File: config.mk
export PLATFORM = sky130hd
export DESIGN_NAME = dma_engine_flat
export DESIGN_NICKNAME = d
export VERILOG_FILES = /design/src/source/bus_pkg.sv /design/src/source/sys_map_pkg.sv /design/src/source/sys_bus_if.sv /design/src/source/dma_engine.sv /design/src/flat_wrapper.sv
export SDC_FILE = /design/constraint.sdc
export NUM_CORES = 1
export LEC_CHECK = 0
export BUFFER_PORTS_ARGS = -buffer_cell sky130_fd_sc_hd__buf_4
export CAP_MARGIN = 15
export CORE_MARGIN = 1
export CORE_UTILIZATION = 30
export CTS_BUF_LIST = sky130_fd_sc_hd__clkbuf_4
export CTS_CLUSTER_DIAMETER = 120
export DETAILED_ROUTE_END_ITERATION = 6
export PLACE_DENSITY = 0.69
export SKIP_LAST_GASP = 1
export SYNTH_ARGS = -nofsm -noshare
export SYNTH_HDL_FRONTEND = slang
export SYNTH_SLANG_ARGS = --single-unit
export TNS_END_PERCENT = 20
File: constraint.sdc
create_clock -name clkCPU2 -period 2.64 [get_ports clkCPU2]
set_input_delay 0.132 -clock clkCPU2 [delete_from_list [all_inputs] [get_ports clkCPU2]]
set_output_delay 0.132 -clock clkCPU2 [all_outputs]
set_load 0.05 [all_outputs]
File: src/source/bus_pkg.sv
package bus_pkg;

	// Widths of the CPU-side system bus

	// Full 16-bit CPU address space
	typedef logic [15:0] addr_t;

	// One data byte on the bus
	typedef logic [7:0] data_t;

	// Source page of a sprite DMA, the upper address byte
	typedef logic [7:0] page_t;

	// Byte index into sprite attribute memory
	typedef logic [7:0] oam_addr_t;

endpackage
File: src/source/sys_map_pkg.sv
package sys_map_pkg;
	import bus_pkg::*;

	// Region decode is (addr & MASK) == BASE

	// Work RAM, mirrored over $0000 to $1fff
	parameter addr_t WRAM_BASE = 16'h0000;
	parameter addr_t WRAM_MASK = 16'he000;

	// Cartridge SRAM at $6000 to $7fff
	parameter addr_t SRAM_BASE = 16'h6000;
	parameter addr_t SRAM_MASK = 16'he000;

	// A CPU write here starts a sprite DMA from the written page
	parameter addr_t DMA_REG = 16'h4014;

endpackage

File: src/source/sys_bus_if.sv
interface sys_bus_if;
	import bus_pkg::*;

	// Access strobe, one cycle per transfer
	logic sel;
	// High for a read, low for a write
	logic rw;
	addr_t addr;
	data_t wdata;
	// Valid the cycle after a read strobe
	data_t rdata;

	// Requester side
	modport master (output sel, rw, addr, wdata, input rdata);

	// Responder side
	modport slave (input sel, rw, addr, wdata, output rdata);

	// Snooping only
	modport monitor (input sel, rw, addr, wdata, rdata);

endinterface

File: src/source/dma_engine.sv
module dma_engine (
	input logic clkCPU2,
	input logic n_reset,
	sys_bus_if.monitor cpu,
	sys_bus_if.master dma,
	output logic dma_busy,
	output bus_pkg::oam_addr_t oam_addr,
	output bus_pkg::data_t oam_data,
	output logic oam_we
);
	import bus_pkg::*;
	import sys_map_pkg::*;

	typedef enum logic [1:0] {IDLE, COPY, DRAIN} state_t;

	state_t state;
	page_t page;
	oam_addr_t idx;
	logic start;

	// CPU write to the DMA register
	assign start = cpu.sel && !cpu.rw && cpu.addr == DMA_REG;

	// Source page, only taken when a transfer starts
	always_ff @(posedge clkCPU2)
		if (state == IDLE && start)
			page <= cpu.wdata;

	always_ff @(posedge clkCPU2, negedge n_reset)
		if (~n_reset) begin
			state <= IDLE;
			idx <= '0;
		end else begin
			case (state)
			IDLE:
				if (start) begin
					state <= COPY;
					idx <= '0;
				end
			COPY: begin
				idx <= idx + 1'b1;
				// Last read of the page goes out this cycle
				if (idx == '1)
					state <= DRAIN;
			end
			// One more cycle to store the final byte
			DRAIN:
				state <= IDLE;
			default:
				state <= IDLE;
			endcase
		end

	// Read issued now, its byte lands in OAM next cycle
	always_ff @(posedge clkCPU2, negedge n_reset)
		if (~n_reset) begin
			oam_we <= 1'b0;
			oam_addr <= '0;
		end else begin
			oam_we <= state == COPY;
			oam_addr <= idx;
		end

	assign oam_data = dma.rdata;
	assign dma_busy = state != IDLE;

	// Read-only master, one byte per cycle
	assign dma.sel = state == COPY;
	assign dma.rw = 1'b1;
	assign dma.addr = {page, idx};
	assign dma.wdata = '0;

	a_oam_we_busy: assert property (@(posedge clkCPU2) disable iff (!n_reset)
		oam_we |-> dma_busy)
		else $error("OAM write outside a DMA transfer");

endmodule

File: src/flat_wrapper.sv
// flat-port wrapper written by rule: the top's interface ports become plain ports
module dma_engine_flat import bus_pkg::*; import sys_map_pkg::*;
  (clkCPU2, n_reset, dma_busy, oam_addr, oam_data, oam_we, cpu_sel, cpu_rw, cpu_addr, cpu_wdata, cpu_rdata, dma_sel, dma_rw, dma_addr, dma_wdata, dma_rdata);
  sys_bus_if cpu_i ();
  sys_bus_if dma_i ();
  input logic clkCPU2;
  input logic n_reset;
  output logic dma_busy;
  output bus_pkg::oam_addr_t oam_addr;
  output bus_pkg::data_t oam_data;
  output logic oam_we;
  input wire logic [$bits(cpu_i.sel)-1:0] cpu_sel;
  input wire logic [$bits(cpu_i.rw)-1:0] cpu_rw;
  input wire logic [$bits(cpu_i.addr)-1:0] cpu_addr;
  input wire logic [$bits(cpu_i.wdata)-1:0] cpu_wdata;
  input wire logic [$bits(cpu_i.rdata)-1:0] cpu_rdata;
  output wire logic [$bits(dma_i.sel)-1:0] dma_sel;
  output wire logic [$bits(dma_i.rw)-1:0] dma_rw;
  output wire logic [$bits(dma_i.addr)-1:0] dma_addr;
  output wire logic [$bits(dma_i.wdata)-1:0] dma_wdata;
  input wire logic [$bits(dma_i.rdata)-1:0] dma_rdata;
  assign cpu_i.sel = cpu_sel;
  assign cpu_i.rw = cpu_rw;
  assign cpu_i.addr = cpu_addr;
  assign cpu_i.wdata = cpu_wdata;
  assign cpu_i.rdata = cpu_rdata;
  assign dma_sel = dma_i.sel;
  assign dma_rw = dma_i.rw;
  assign dma_addr = dma_i.addr;
  assign dma_wdata = dma_i.wdata;
  assign dma_i.rdata = dma_rdata;
  dma_engine u_core (.clkCPU2(clkCPU2), .n_reset(n_reset), .cpu(cpu_i), .dma(dma_i), .dma_busy(dma_busy), .oam_addr(oam_addr), .oam_data(oam_data), .oam_we(oam_we));
endmodule
Word-level counts from Yosys, hierarchy flattened

Index checks and enable logic that the tools add are counted.

Add/sub/neg operators: 1
Muxes and demuxes: 5
Reductions and logical operators: 9
Equality and inequality tests: 5

Operators by type and width:

| operator                                         | count |
|---|---|
| == test 16 x 15 -> 1 bit (second input constant) | 1 |
| one-hot mux 8 bit (2 select lines)               | 1 |
| adder 8 x 1 -> 8 bit (second input constant)     | 1 |
| == test 8 bit (second input constant)            | 1 |
| 2-to-1 mux 8 bit                                 | 1 |
| 2-to-1 mux 2 bit                                 | 2 |
| != test 2 x 1 -> 1 bit (second input constant)   | 2 |
| one-hot mux 2 bit (2 select lines)               | 1 |
| AND reduction 2 bit                              | 2 |
| nonzero test 2 bit                               | 2 |
| logical AND 1 bit                                | 3 |
| == test 2 x 1 -> 1 bit (second input constant)   | 1 |
| zero test 2 bit                                  | 1 |
| zero test 1 bit                                  | 1 |

Bits in registers: 27

Logic depth before layout (Yosys ltp)

Word-level depth: 5
Mapped depth: 5
Mapped depth without buffers: 5

Least setup slack after synthesis

OpenSTA, ideal clock, no wires.

Path kind: register -> register
Start point: register u_core.state[1]
End point: register u_core.page[0], enable pin
Path slack: 0.946 ns
Arrival: 1.344 ns
Path buffers: 1
Cell stages (with the launch flop): 4
Cells stage by stage: dfrtp_1 > buf_2 > or2_2 > nor3_4

Longest elaborated chain between the ends: 2

Ends and longest elaborated chain:

| element                | RTL line         | source |
|---|---|---|
| start, declared        | dma_engine.sv:16 | `state_t state;` |
| start signal, assigned | dma_engine.sv:31 | `state <= IDLE;` |
| start signal, assigned | dma_engine.sv:37 | `state <= COPY;` |
| start signal, assigned | dma_engine.sv:44 | `state <= DRAIN;` |
| zero test 2 bit        | dma_engine.sv:26 | `if (state == IDLE && start)` |
| logical AND 1 bit      | dma_engine.sv:26 |  |
| end signal, assigned   | dma_engine.sv:27 | `page <= cpu.wdata;` |
| end, declared          | dma_engine.sv:17 | `page_t page;` |

No other way between the ends.
A chain may end at the register's enable or synchronous reset.

Final worst setup path

Start point: register u_core.state[0]
End point: register u_core.page[1], enable pin

Same word-level chain as after synthesis.

==> impl_metrics.csv <==
group,metric,value,unit
sta,fmax,593,MHz
setup_path,path_buf_inv,0,
grt,grt_usage,12.4,%
yosys,yosys_warnings,0,
cts,clk_path_buf_depth,2,
cells_and_area,seqCellArea,716,sq um
cts,clkTransAtPathRegs,0.13,ns
yosys,syn_inst,107,
setup_path,cpPeakStageDelay,0.53,ns
placed_design,place_ws,0.930,ns
sta,finalHoldViolations,0,
detailed_routing,drt_first_pass_iters,4,
floorplanning,die_y,66.6,um
yosys,synth_top_area_share,38.0,%
floorplanning,rows,23,
cells_and_area,nets,208,
power_and_ir_drop,design_power_total,708,uW
cts,clock_sinks,27,
sta,period_minus_slack,1.69,ns
floorplanning,die_area,0.00443,sq mm
cts,cts_tree,"yes",
cells_and_area,multi_input_area,422,sq um
grt,grt_pass1_wl,4.06,mm
status,outcome,"finished, final reports clean",
floorplanning,start_util,31.3,%
setup_path,path_cells,"or2_2 -> nor3_4",
grt,grt_overflow,0,
cts,postCtsSetupBuffers,0,
setup_path,slowest_stage,"dfrtp_1",
setup_path,required,2.62,ns
yosys,synth_area_leaders,"dfrtp_1 38%, edfxtp_1 19%, buf_4 10%, nand2b_1 4.0%, nor2_1 2.1%",
yosys,ys_types,35,
grt,antenna_found_initial,0,
floorplanning,io_pins,88,
grt,first_global_vias,929,
floorplanning,die_x,66.6,um
power_and_ir_drop,power.density,409,mW/mm^2
yosys,seq_area_frac_synth,57.2,%
yosys,synth.avg_cell_area,11.7,sq um
yosys,ys_ff_latch,27,
sta,maxSlewViolCount,0,
sta,tns,0,ns
flow_run,cap_violations,0,
detailed_routing,routed_wl,2.80,mm
cells_and_area,synthToLayoutAreaGrowth,38.2,%
detailed_routing,drt_iter0_drc,46,
detailed_routing,drc,0,
cells_and_area,insertedDiodeCount,0,
detailed_routing,routed-via-count,982,
cts,htreeDepth,1,
cells_and_area,final_core_util,43.2,%
sta,setup_viol,0,
floorplanning,core_region_area,0.00400,sq mm
cells_and_area,layout_common_cells,"54 x buf_4, 19 x dfrtp_1, 9 x conb_1, 9 x dlygate4sd3_1",
sta,setup_slack,0.953,ns
grt,grt_max_degree,20,
sta,finalClockSkew,0.000705,ns
cells_and_area,fillers,376,
cells_and_area,layout_commonest_cell,"buf_4",
sta,rsz0062_at_grt,"no",
yosys,synth_area,0.00125,sq mm
placed_design,hpwl,2.03,mm
cts,cts-root-buf,"clkbuf_4",
cells_and_area,drive_above_1_share,40.1,%
placed_design,gp_congestion,0.779,
setup_path,critPathKind,"flip-flop to flip-flop",
cts,clk_latency,0.31,ns
setup_path,crit_fanout,14,
setup_path,startpoint_type,"flip-flop",
placed_design,numPortBuffers,54,
power_and_ir_drop,leakage,0.757,nW
detailed_routing,viasPerCell,4.63,
yosys,yosysTopAreaCell,"dfrtp_1",
power_and_ir_drop,ir_worst_vdd,0.168,mV
cts,cts_resized,0,
cts,cts_buffers,3,
setup_path,end_kind,"flip-flop",
setup_path,arrival,1.66,ns
sta,period_share,63.9,%
detailed_routing,wl_per_cell,13.2,um
detailed_routing,antenna_left,0,
hold_path,hp-class,"input port to async pin",
setup_path,path_delay_family,"simple AND/OR/NAND/NOR gates",
==> cell families after synthesis <==
| kind of cell | count (synthesis) | share of synthesized area [%] |
|---|---|---|
| flops | 27 | 57.2 |
| compound gates | 17 | 8.50 |
| fa+ha+maj | 1 | 1.00 |
| buf+inv | 20 | 11.2 |
| other cells | 2 | 0.600 |
| simple gates | 37 | 19.1 |
| xor+xnor | 1 | 0.700 |
| mux | 2 | 1.70 |
==> report_power, final <==
group          switching [mW]  internal [mW]  total (mW)
combinational          0.0539         0.0409      0.0949
clock                   0.109         0.0693       0.178
sequential            0.00242          0.433       0.435
total                   0.165          0.543       0.708
==> cell type report <==
type / count / share of cell area, %
inverters: 1 / 0.217
multi-input cells: 67 / 24.4
clock buffers: 4 / 1.74
flip-flops and latches: 27 / 41.4
well taps: 50 / 3.62
repair buffers: 63 / 28.7
==> per-stage QoR <==
stage	cell area, sq um	instances	hold WS (ns)
after floorplan	1280	114	-0.164
after global placement	1610	199	0.0116
after detailed placement	1610	199	0.0209
after CTS	1730	212	0.230
after global routing	1730	212	0.232
final	1730	212	0.226
==> repair_timing <==
item                       CTS  global route
setup endpoints to repair    0             0
hold endpoints to repair    27             0
hold buffers                 9             0
==> flip-flops by register name, summed over array words and instances, names as in the netlist <==
name             flops
u_core.state         2
u_core.page          8
u_core.oam_we        1
u_core.idx           8
u_core.oam_addr      8
==> final timing paths <==
check | startpoint | end | slack, ns | depth (start not counted)
setup / recovery | u_core.state[0] | u_core.page[1] | 0.95 | 2
hold / removal | n_reset | u_core.oam_addr[7] | 0.23 | 2
hold reg to reg | u_core.idx[4] | u_core.oam_addr[4] | 0.50 | 0
min in group clkCPU2 | dma_rdata[0] | oam_data[0] | 0.26 | 0
setup reg to reg | u_core.state[0] | u_core.page[1] | 0.95 | 2
max in group asynchronous | n_reset | u_core.idx[3] | 2.22 | 2
==> layer usage <==
layer / track usage [%] / share of wire, % / vias up
li1: - / - / 464
met1: 13.0 / 40 / 460
met2: 22.9 / 52 / 50
met3: 2.40 / 7.0 / 8
met4: 6.65 / 1.3 / 0
met5: 0 / 0 / -
==> Yosys cell counts <==
| master | count |
|---|---|
| a21oi_1 | 3 |
| a22oi_1 | 3 |
| a31oi_1 | 3 |
| and2_1 | 1 |
| and3_1 | 2 |
| and4_1 | 1 |
| and4bb_2 | 1 |
| buf_2 | 1 |
| buf_4 | 17 |
| clkbuf_1 | 1 |
| conb_1 | 2 |
| dfrtp_1 | 19 |
| edfxtp_1 | 8 |
| ha_1 | 1 |
| inv_1 | 1 |
| mux2_2 | 1 |
| mux2i_1 | 1 |
| nand2_1 | 6 |
| nand2b_1 | 8 |
| nand3_1 | 1 |
| nand4_1 | 3 |
| nand4b_2 | 1 |
| nor2_1 | 7 |
| nor2_4 | 1 |
| nor3_4 | 1 |
| nor4_1 | 1 |
| nor4_2 | 1 |
| nor4b_1 | 1 |
| o211ai_1 | 2 |
| o21a_1 | 1 |
| o21ai_0 | 2 |
| o21ai_1 | 2 |
| o21bai_1 | 1 |
| or2_2 | 1 |
| xor2_1 | 1 |
Power figures use the tool's default switching activity.
