--- config.mk ---
export PLATFORM = sky130hd
export DESIGN_NAME = mem_arbiter_flat
export DESIGN_NICKNAME = d
export VERILOG_FILES = /design/src/source/bus_pkg.sv /design/src/source/sys_bus_if.sv /design/src/source/mem_arbiter.sv /design/src/flat_wrapper.sv
export SDC_FILE = /design/constraint.sdc
export NUM_CORES = 1
export LEC_CHECK = 0
export ABC_AREA = 1
export BUFFER_PORTS_ARGS = -buffer_cell sky130_fd_sc_hd__buf_2
export CORE_UTILIZATION = 25
export CTS_CLUSTER_DIAMETER = 120
export DETAILED_ROUTE_END_ITERATION = 6
export PLACE_DENSITY = 0.82
export SYNTH_ARGS = -nofsm -noshare
export SYNTH_HDL_FRONTEND = slang
export SYNTH_SLANG_ARGS = --single-unit
--- constraint.sdc ---
create_clock -name clkCPU2 -period 1.2 [get_ports clkCPU2]
set_clock_uncertainty 0.05 [all_clocks]
set_input_delay 0.3 -clock clkCPU2 [delete_from_list [all_inputs] [get_ports clkCPU2]]
set_output_delay 0.3 -clock clkCPU2 [all_outputs]
set_load 0.05 [all_outputs]
--- src/source/bus_pkg.sv ---
package bus_pkg;

	// Widths of the CPU-side system bus

	// Full 16-bit CPU address space
	typedef logic [15:0] addr_t;

	// One data byte on the bus
	typedef logic [7:0] data_t;

	// Source page of a sprite DMA, the upper address byte
	typedef logic [7:0] page_t;

	// Byte index into sprite attribute memory
	typedef logic [7:0] oam_addr_t;

endpackage
--- src/source/sys_bus_if.sv ---
interface sys_bus_if;
	import bus_pkg::*;

	// Access strobe, one cycle per transfer
	logic sel;
	// High for a read, low for a write
	logic rw;
	addr_t addr;
	data_t wdata;
	// Valid the cycle after a read strobe
	data_t rdata;

	// Requester side
	modport master (output sel, rw, addr, wdata, input rdata);

	// Responder side
	modport slave (input sel, rw, addr, wdata, output rdata);

	// Snooping only
	modport monitor (input sel, rw, addr, wdata, rdata);

endinterface

--- src/source/mem_arbiter.sv ---
module mem_arbiter (
	input logic clkCPU2,
	input logic n_reset,
	sys_bus_if.slave cpu,
	sys_bus_if.slave dma,
	input logic dma_busy,
	sys_bus_if.master mem,
	output logic cpu_rdy
);

	typedef enum logic [1:0] {OWN_NONE, OWN_CPU, OWN_DMA} owner_t;

	// Requester of the read now in flight
	owner_t owner;

	// DMA has priority while busy
	always_comb begin
		if (dma_busy) begin
			mem.sel = dma.sel;
			mem.rw = dma.rw;
			mem.addr = dma.addr;
			mem.wdata = dma.wdata;
		end else begin
			mem.sel = cpu.sel;
			mem.rw = cpu.rw;
			mem.addr = cpu.addr;
			mem.wdata = cpu.wdata;
		end
	end

	always_ff @(posedge clkCPU2, negedge n_reset)
		if (~n_reset)
			owner <= OWN_NONE;
		else if (mem.sel && mem.rw)
			owner <= dma_busy ? OWN_DMA : OWN_CPU;
		else
			owner <= OWN_NONE;

	// Read data only goes back to whoever asked
	assign cpu.rdata = owner == OWN_CPU ? mem.rdata : '0;
	assign dma.rdata = owner == OWN_DMA ? mem.rdata : '0;

	// CPU stalls for the whole transfer
	assign cpu_rdy = ~dma_busy;

	a_cpu_backoff: assert property (@(posedge clkCPU2) disable iff (!n_reset)
		dma_busy |-> !cpu.sel)
		else $error("CPU strobe while stalled by DMA");

	// Grant must not change hands while a read is in flight
	a_owner_known: assert property (@(posedge clkCPU2) disable iff (!n_reset)
		owner != (dma_busy ? OWN_CPU : OWN_DMA))
		else $error("Read owner does not match the bus grant");

endmodule

--- src/flat_wrapper.sv ---
// flat-port wrapper written by rule: the top's interface ports become plain ports
module mem_arbiter_flat 
  (clkCPU2, n_reset, dma_busy, cpu_rdy, cpu_sel, cpu_rw, cpu_addr, cpu_wdata, cpu_rdata, dma_sel, dma_rw, dma_addr, dma_wdata, dma_rdata, mem_sel, mem_rw, mem_addr, mem_wdata, mem_rdata);
  sys_bus_if cpu_i ();
  sys_bus_if dma_i ();
  sys_bus_if mem_i ();
  input logic clkCPU2;
  input logic n_reset;
  input logic dma_busy;
  output logic cpu_rdy;
  input wire logic [$bits(cpu_i.sel)-1:0] cpu_sel;
  input wire logic [$bits(cpu_i.rw)-1:0] cpu_rw;
  input wire logic [$bits(cpu_i.addr)-1:0] cpu_addr;
  input wire logic [$bits(cpu_i.wdata)-1:0] cpu_wdata;
  output wire logic [$bits(cpu_i.rdata)-1:0] cpu_rdata;
  input wire logic [$bits(dma_i.sel)-1:0] dma_sel;
  input wire logic [$bits(dma_i.rw)-1:0] dma_rw;
  input wire logic [$bits(dma_i.addr)-1:0] dma_addr;
  input wire logic [$bits(dma_i.wdata)-1:0] dma_wdata;
  output wire logic [$bits(dma_i.rdata)-1:0] dma_rdata;
  output wire logic [$bits(mem_i.sel)-1:0] mem_sel;
  output wire logic [$bits(mem_i.rw)-1:0] mem_rw;
  output wire logic [$bits(mem_i.addr)-1:0] mem_addr;
  output wire logic [$bits(mem_i.wdata)-1:0] mem_wdata;
  input wire logic [$bits(mem_i.rdata)-1:0] mem_rdata;
  assign cpu_i.sel = cpu_sel;
  assign cpu_i.rw = cpu_rw;
  assign cpu_i.addr = cpu_addr;
  assign cpu_i.wdata = cpu_wdata;
  assign cpu_rdata = cpu_i.rdata;
  assign dma_i.sel = dma_sel;
  assign dma_i.rw = dma_rw;
  assign dma_i.addr = dma_addr;
  assign dma_i.wdata = dma_wdata;
  assign dma_rdata = dma_i.rdata;
  assign mem_sel = mem_i.sel;
  assign mem_rw = mem_i.rw;
  assign mem_addr = mem_i.addr;
  assign mem_wdata = mem_i.wdata;
  assign mem_i.rdata = mem_rdata;
  mem_arbiter u_core (.clkCPU2(clkCPU2), .n_reset(n_reset), .cpu(cpu_i), .dma(dma_i), .dma_busy(dma_busy), .mem(mem_i), .cpu_rdy(cpu_rdy));
endmodule
==> run_results.csv, run 1 <==
group,metric,value,unit
run_status,status,"aborted with a tool error",
placed_design,gp_congestion,0.737,
die,initial_core_util,0.275,
logic_synthesis,ys_top_cells_by_count,"71 x nand2_1, 17 x nor2_1, 12 x inv_1",
logic_synthesis,synth.distinct_cells,10,
clocking,cts_sinks,2,
logic_synthesis,synth_cells,118,
logic_synthesis,synthTopCellsByArea,"nand2_1 48%, nor2_1 11%, nand2_2 10%",
logic_synthesis,async_reset_ff_frac,1.00,
logic_synthesis,synth-seq-cells,2,
die,ios,106,
logic_synthesis,synth_area_leader_cell,"nand2_1",
logic_synthesis,yosysTopAreaCellShare,0.480,
clocking,root_buffer,"clkbuf_4",
clocking,hold_buffers,1,
logic_synthesis,yosysWarningCount,0,
logic_synthesis,synth_most_common_cell,"nand2_1",
logic_synthesis,syn_area,556,µm²
clocking,cts_buffers,3,
die,row_count,16,
die,die_w,49.1,µm
placed_design,placedCellCount,249,
die,die_y,49.1,µm
placed_design,hpwl,2260,µm
run_status,tool.error,"[ERROR DPL-0038] Utilization greater than 100%, impossible to legalize",
clocking,post_cts_resize_count,132,
clocking,cts_setup_buffers,2,
clocking,cts_buffer_depth,2,
placed_design,portBuffers,105,
run_status,lastStage,"4_1_cts",
logic_synthesis,synth_edf_count,0,
logic_synthesis,synth_area_per_cell,4.71,µm²
placed_design,place_ws,-332,ps
clocking,htree_levels,1,
logic_synthesis,synth-seq-area-share,0.0901,
logic_synthesis,ys.flop_type,"dfrtp_1",
logic_synthesis,syn_nets,181,
## logic make-up after synthesis
kind of cell	synth area share
DFF	0.0901
buffers and inverters	0.205
and+or+nand+nor	0.705
## per-stage QoR
step	utilization	TNS (ps)	hold slack, ps	area (µm²)
floorplan	-	-1290	-45.6	948
global placement	0.730	-8960	34.3	1480
detailed placement	0.730	-10180	44.6	1480
==> inputs of run 2 (changes only) <==
--- a/config.mk
+++ b/config.mk
@@ -7,10 +7,10 @@
 export LEC_CHECK = 0
 export ABC_AREA = 1
 export BUFFER_PORTS_ARGS = -buffer_cell sky130_fd_sc_hd__buf_2
-export CORE_UTILIZATION = 25
-export CTS_CLUSTER_DIAMETER = 120
+export CORE_AREA = 2 2 63 65
 export DETAILED_ROUTE_END_ITERATION = 6
-export PLACE_DENSITY = 0.82
+export DIE_AREA = 0 0 65 67
+export PLACE_DENSITY_LB_ADDON = 0.15
 export SYNTH_ARGS = -nofsm -noshare
 export SYNTH_HDL_FRONTEND = slang
 export SYNTH_SLANG_ARGS = --single-unit
==> run_results.csv, run 2 <==
group,metric,value,unit
detailed_routing,drcViolationCount,0,
timing,worst_pin_slew,178,ps
clocking,path_clk_slew,30,ps
clocking,cts_buffer_depth,2,
detailed_routing,viasPerCell,4.08,
clocking,cts_sinks,2,
power,p_comb_frac,0.774,
die,die_w,65,µm
finish,reg_top3,"u_core.owner: 2 flops",
hold_path,min_delay_path_depth,3,
logic_synthesis,synth.distinct_cells,10,
logic_synthesis,synth_most_common_cell,"nand2_1",
logic_synthesis,synth-seq-area-share,0.0901,
die,die_area,4360,µm²
logic_synthesis,syn_nets,181,
critical_path,critPathKind,"register to primary output",
global_routing,grt_usage,0.148,
global_routing,overflow,0,
die,die_y,67,µm
power,swShare,0.485,
logic_synthesis,syn_area,556,µm²
logic_synthesis,synth_area_per_cell,4.71,µm²
run_status,violations,"negative setup slack",
finish,area_growth,344,%
critical_path,path_max_fanout,8,
power,switchingPower,0.727,mW
logic_synthesis,ys_top_cells_by_count,"71 x nand2_1, 17 x nor2_1, 12 x inv_1",
timing,timing.final.crit_period,1460,ps
finish,largest_register_ffs,2,
timing,setup_viol,40,
detailed_routing,vias,1158,
finish,antennaDiodeCount,0,
critical_path,startpoint_type,"register",
power,p_int,0.771,mW
detailed_routing,drt_iter0_drc,11,
clocking,htree_levels,1,
die,design.core.area,3610,µm²
finish,layout_common_cells,"61 x buf_2, 50 x nand2_4, 32 x buf_8, 16 x nor2_4",
clocking,cts_buffers,3,
die,ios,106,
die,row_count,22,
clocking,cts_tree,"built",
run_status,status,"complete, but fails checks",
placed_design,gp_congestion,0.717,
logic_synthesis,synth_xor_area_frac,0,
logic_synthesis,synth_edf_count,0,
timing,max_slew_margin,0.881,
job,maxCapViolCount,0,
timing,whs,288,ps
clocking,root_buffer,"clkbuf_8",
power,p_leak,1.28,nW
hold_path,hold_class,"primary input to register",
power,total_power,1.50,mW
logic_synthesis,synth-seq-cells,2,
detailed_routing,ant_nets,0,
logic_synthesis,ys.flop_type,"dfrtp_1",
critical_path,critPathCaptureType,"primary output",
power,seqPwrFrac,0.050,
logic_synthesis,yosysTopAreaCellShare,0.480,
logic_synthesis,synthTopCellsByArea,"nand2_1 48%, nor2_1 11%, nand2_2 10%",
global_routing,grt_pass1_vias,1160,
timing,setup_ws,-257,ps
detailed_routing,dr.pass1.iters,4,
critical_path,cp.arrival,1110,ps
placed_design,portBuffers,105,
critical_path,crit_required,850,ps
die,initial_core_util,0.154,
logic_synthesis,synth_fa_ha_area_frac,0,
power,power_density,607,nW/µm²
logic_synthesis,synthMuxAreaShare,0,
detailed_routing,drt-total-wl,3360,µm
timing,fin_crit_sh,1.21,
timing,finalHoldViolCount,0,
finish,layout.nets,301,
finish,top_register,"u_core.owner",
global_routing,grt_max_degree,15,
logic_synthesis,yosys.area_share.simple,0.705,
power,worst_ir_drop_vdd,0.471,mV
logic_synthesis,yosysWarningCount,0,
finish,final_common_cell,"buf_2",
logic_synthesis,synth_top_family_by_area,"simple AND/OR/NAND/NOR gates",
detailed_routing,wl_per_cell,11.8,µm
global_routing,grt_antenna_before_repair,0,
hold_path,hold_start,"dma_sel",
timing,fmax,687,MHz
timing,slew_violations,0,
placed_design,hpwl,2100,µm
hold_path,hold_path_end,"u_core.owner[1]$_DFF_PN0_",
logic_synthesis,synth_cells,118,
logic_synthesis,synth_compound_area_frac,0,
finish,drive_gt1_frac,0.915,
logic_synthesis,async_reset_ff_frac,1.00,
power,pwr-share-clk,0.176,
timing,rsz0062_at_grt,"true",
logic_synthesis,synth_area_leader_cell,"nand2_1",
global_routing,grt_pass1_wl,5040,µm
## run 2: worst max-delay path by stage
stage | start | to | slack, ps
floorplan | u_core.owner[1]$_DFF_PN0_ | cpu_rdata[0] | -90
global placement | dma_busy | mem_addr[9] | -290
detailed placement | dma_busy | mem_addr[9] | -280
CTS | u_core.owner[1]$_DFF_PN0_ | cpu_rdata[3] | -260
global route | u_core.owner[1]$_DFF_PN0_ | cpu_rdata[5] | -300
finish | u_core.owner[1]$_DFF_PN0_ | cpu_rdata[0] | -260
## run 2: final cells by class
cell class	count	area, µm²
fill	293	1140
timing repair buffer	118	1130
multi-input combinational	98	1060
inverter	13	77.6
tap	48	60.1
sequential	2	51.3
timing repair inverter	2	46.3
clock buffer	3	41.3
## run 2: cell families after synthesis
group | after synthesis
simple gates | 98
buf+inv | 18
flops | 2
## run 2: repair_timing
item	CTS	global route
pin swaps	13	22
endpoints found under the setup margin	43	41
hold buffers	1	0
buffers inserted	7	1
endpoints found under the hold margin	2	0
cloned	3	1
gates resized for setup	165	57
## run 2: layer usage
metal,track usage,share of wire
met5,0,0
met3,0.0253,0.076
met4,0.0399,0.0036
met1,0.158,0.31
met2,0.294,0.61
## run 2: power by group through the flow
stage / combinational, mW / sequential, mW / clock [mW]
6_report: 1.16 / 0.0744 / 0.264
5_1_grt: 1.21 / 0.0747 / 0.279
4_1_cts: 1.07 / 0.0740 / 0.275
3_5_place_dp: 0.763 / 0.0741 / 0
3_3_place_gp: 0.763 / 0.0741 / 0
2_1_floorplan: 0.579 / 0.0739 / 0
## run 2: through the flow
step	cells	worst slack [ps]	cell area, µm²	util	setup TNS [ps]
global placement	270	-292	1490	0.413	-9400
floorplan	118	-87.8	948	-	-1290
detailed placement	270	-284	1490	0.413	-9250
CTS	284	-261	2230	0.620	-5930
global route	284	-300	2470	0.684	-6450
finish	284	-257	2470	0.684	-5240
## run 2: worst max-delay path, stage by stage, from the launching register on
cell,delay [ps]
dfrtp_1,400
inv_2,110
nand2_8,110
nor2_4,110
buf_8,150
No activity file was read; power rests on OpenSTA's default activity.
==> inputs of run 3 (changes only) <==
--- a/config.mk
+++ b/config.mk
@@ -6,10 +6,10 @@
 export NUM_CORES = 1
 export LEC_CHECK = 0
 export ABC_AREA = 1
-export BUFFER_PORTS_ARGS = -buffer_cell sky130_fd_sc_hd__buf_2
 export CORE_AREA = 2 2 63 65
 export DETAILED_ROUTE_END_ITERATION = 6
 export DIE_AREA = 0 0 65 67
+export DONT_BUFFER_PORTS = 1
 export PLACE_DENSITY_LB_ADDON = 0.15
 export SYNTH_ARGS = -nofsm -noshare
 export SYNTH_HDL_FRONTEND = slang
==> constraint.sdc (replaced) <==
create_clock -name clkCPU2 -period 1.2 [get_ports clkCPU2]
set_clock_uncertainty 0.05 [all_clocks]
set_input_delay 0.3 -clock clkCPU2 [delete_from_list [all_inputs] [get_ports clkCPU2]]
set_output_delay 0.3 -clock clkCPU2 [all_outputs]
set_load 0.02 [all_outputs]
==> run_results.csv, run 3 (same netlist as run 2, synthesis figures left out) <==
group,metric,value,unit
global_routing,grt_pass1_vias,508,
global_routing,grt_max_degree,29,
finish,antennaDiodeCount,0,
finish,top_register,"u_core.owner",
critical_path,critPathKind,"register to primary output",
finish,drive_gt1_frac,0.351,
clocking,path_clk_slew,30,ps
global_routing,grt_antenna_before_repair,0,
run_status,violations,"negative setup slack",
placed_design,post_dp_cell_area,678,µm²
timing,setup_viol,16,
die,ios,106,
power,power_density,726,nW/µm²
critical_path,crit_required,850,ps
finish,reg_top3,"u_core.owner: 2 flops",
detailed_routing,vias,734,
timing,timing.final.crit_period,1390,ps
detailed_routing,drcViolationCount,0,
critical_path,path_buf_inv,2,
placed_design,hpwl,1490,µm
finish,area_growth,54.1,%
die,design.core.area,3610,µm²
finish,layout_common_cells,"69 x nand2_1, 11 x buf_6, 10 x inv_1, 10 x nor2_2, 9 x nand2_2",
power,p_comb_frac,0.458,
finish,final_common_cell,"nand2_1",
run_status,status,"complete, but fails checks",
global_routing,grt_pass1_wl,2190,µm
global_routing,grt_usage,0.0687,
clocking,root_buffer,"clkbuf_8",
detailed_routing,viasPerCell,4.03,
detailed_routing,ant_nets,0,
critical_path,cp.arrival,1040,ps
clocking,cts_sinks,2,
finish,final_core_util,0.237,
finish,num-fill-cells,399,
timing,slew_violations,0,
timing,worst_pin_slew,227,ps
detailed_routing,wl_per_cell,9.72,µm
clocking,htree_levels,1,
placed_design,gp_congestion,0.662,
critical_path,crit_chain,"inv_2, nand2_4, nor2_1, buf_4",
placed_design,portBuffers,0,
critical_path,critPathCaptureType,"primary output",
placed_design,place_ws,-48.6,ps
finish,largest_register_ffs,2,
clocking,cts_buffer_depth,2,
die,initial_core_util,0.154,
placed_design,placedCellCount,177,
die,row_count,22,
clocking,cts_tree,"built",
detailed_routing,drt-total-wl,1770,µm
hold_path,min_delay_path_depth,2,
die,die_y,67,µm
clocking,cts_buffers,3,
critical_path,path_max_fanout,8,
hold_path,hold_start,"dma_sel",
power,seqPwrFrac,0.119,
timing,finalHoldViolCount,0,
timing,fmax,720,MHz
critical_path,worst_path_max_delay_cell,"dfrtp_2",
power,switchingPower,0.260,mW
critical_path,worstSetupPathDepth,4,
hold_path,hold_path_end,"u_core.owner[1]$_DFF_PN0_",
power,swShare,0.418,
critical_path,slowest_delay,410,ps
power,p_int,0.361,mW
finish,layout.nets,199,
timing,max_slew_margin,0.848,
power,worst_ir_drop_vdd,0.167,mV
die,die_w,65,µm
detailed_routing,dr.pass1.iters,4,
power,pwr-share-clk,0.423,
finish,final_cell_count_no_fill,182,
die,die_area,4360,µm²
timing,rsz0062_at_grt,"true",
hold_path,hold_class,"primary input to register",
timing,fin_crit_sh,1.16,
timing,setup_ws,-188,ps
critical_path,cp_top_family,"flip-flops",
finish,fin_area,856,µm²
job,maxCapViolCount,0,
critical_path,startpoint_type,"register",
power,p_leak,0.497,nW
global_routing,overflow,0,
detailed_routing,drt_iter0_drc,7,
==> run 3: changes by cell type in the layout (fill, tap and decap cells not counted), moves of 4 or more <==
cell,previous run,this run
buf_12,5,1
buf_2,61,0
buf_8,32,0
nand2_1,6,69
nand2_2,14,9
nand2_4,50,1
nand2_8,10,1
nor2_1,1,5
nor2_2,0,10
nor2_4,16,2
==> run 3: layout make-up <==
class	count	area [µm²]	area share
timing repair buffer	18	191	0.224
multi-input combinational	98	455	0.532
inverter	13	56.3	0.0658
sequential	2	51.3	0.0599
tap	48	60.1	0.0702
clock buffer	3	41.3	0.0482
==> run 3: timing repair <==
action | CTS | global route
pin swaps | 0 | 1
setup buffers | 0 | 1
gates cloned | 0 | 0
hold buffers | 1 | 0
resized for setup | 12 | 21
hold endpoints to repair | 2 | 0
endpoints found under the setup margin | 16 | 16
==> run 3: worst max-delay path by stage <==
stage                        end                       from
detailed placement  cpu_rdata[1]  u_core.owner[1]$_DFF_PN0_
CTS                 cpu_rdata[0]  u_core.owner[1]$_DFF_PN0_
global route        dma_rdata[5]  u_core.owner[0]$_DFF_PN0_
global placement    cpu_rdata[1]  u_core.owner[1]$_DFF_PN0_
finish              dma_rdata[5]  u_core.owner[0]$_DFF_PN0_
floorplan           cpu_rdata[0]  u_core.owner[1]$_DFF_PN0_
==> run 3: power groups by stage <==
stage / Sequential [mW] / Combinational, mW / Clock, mW
floorplan: 0.0723 / 0.243 / 0
global placement: 0.0724 / 0.255 / 0
detailed placement: 0.0725 / 0.254 / 0
CTS: 0.0737 / 0.266 / 0.277
global route: 0.0741 / 0.308 / 0.288
finish: 0.0740 / 0.285 / 0.263
==> run 3: routing by layer <==
layer,GRT usage,vias up,wire length (µm)
li1,-,369,-
met1,0.0653,287,622
met2,0.125,78,902
met3,0.0220,0,243
met4,0.0479,0,0
met5,0,-,0
==> run 3: per-stage QoR <==
| stage | setup TNS [ps] | hold WS (ps) | total power [mW] |
|---|---|---|---|
| finish | -2790 | 170 | 0.621 |
| global route | -3540 | 186 | 0.670 |
| CTS | -2740 | 171 | 0.617 |
| detailed placement | -160 | -45.5 | 0.327 |
| global placement | -3.26 | -45.5 | 0.327 |
| floorplan | 0 | -45.6 | 0.315 |
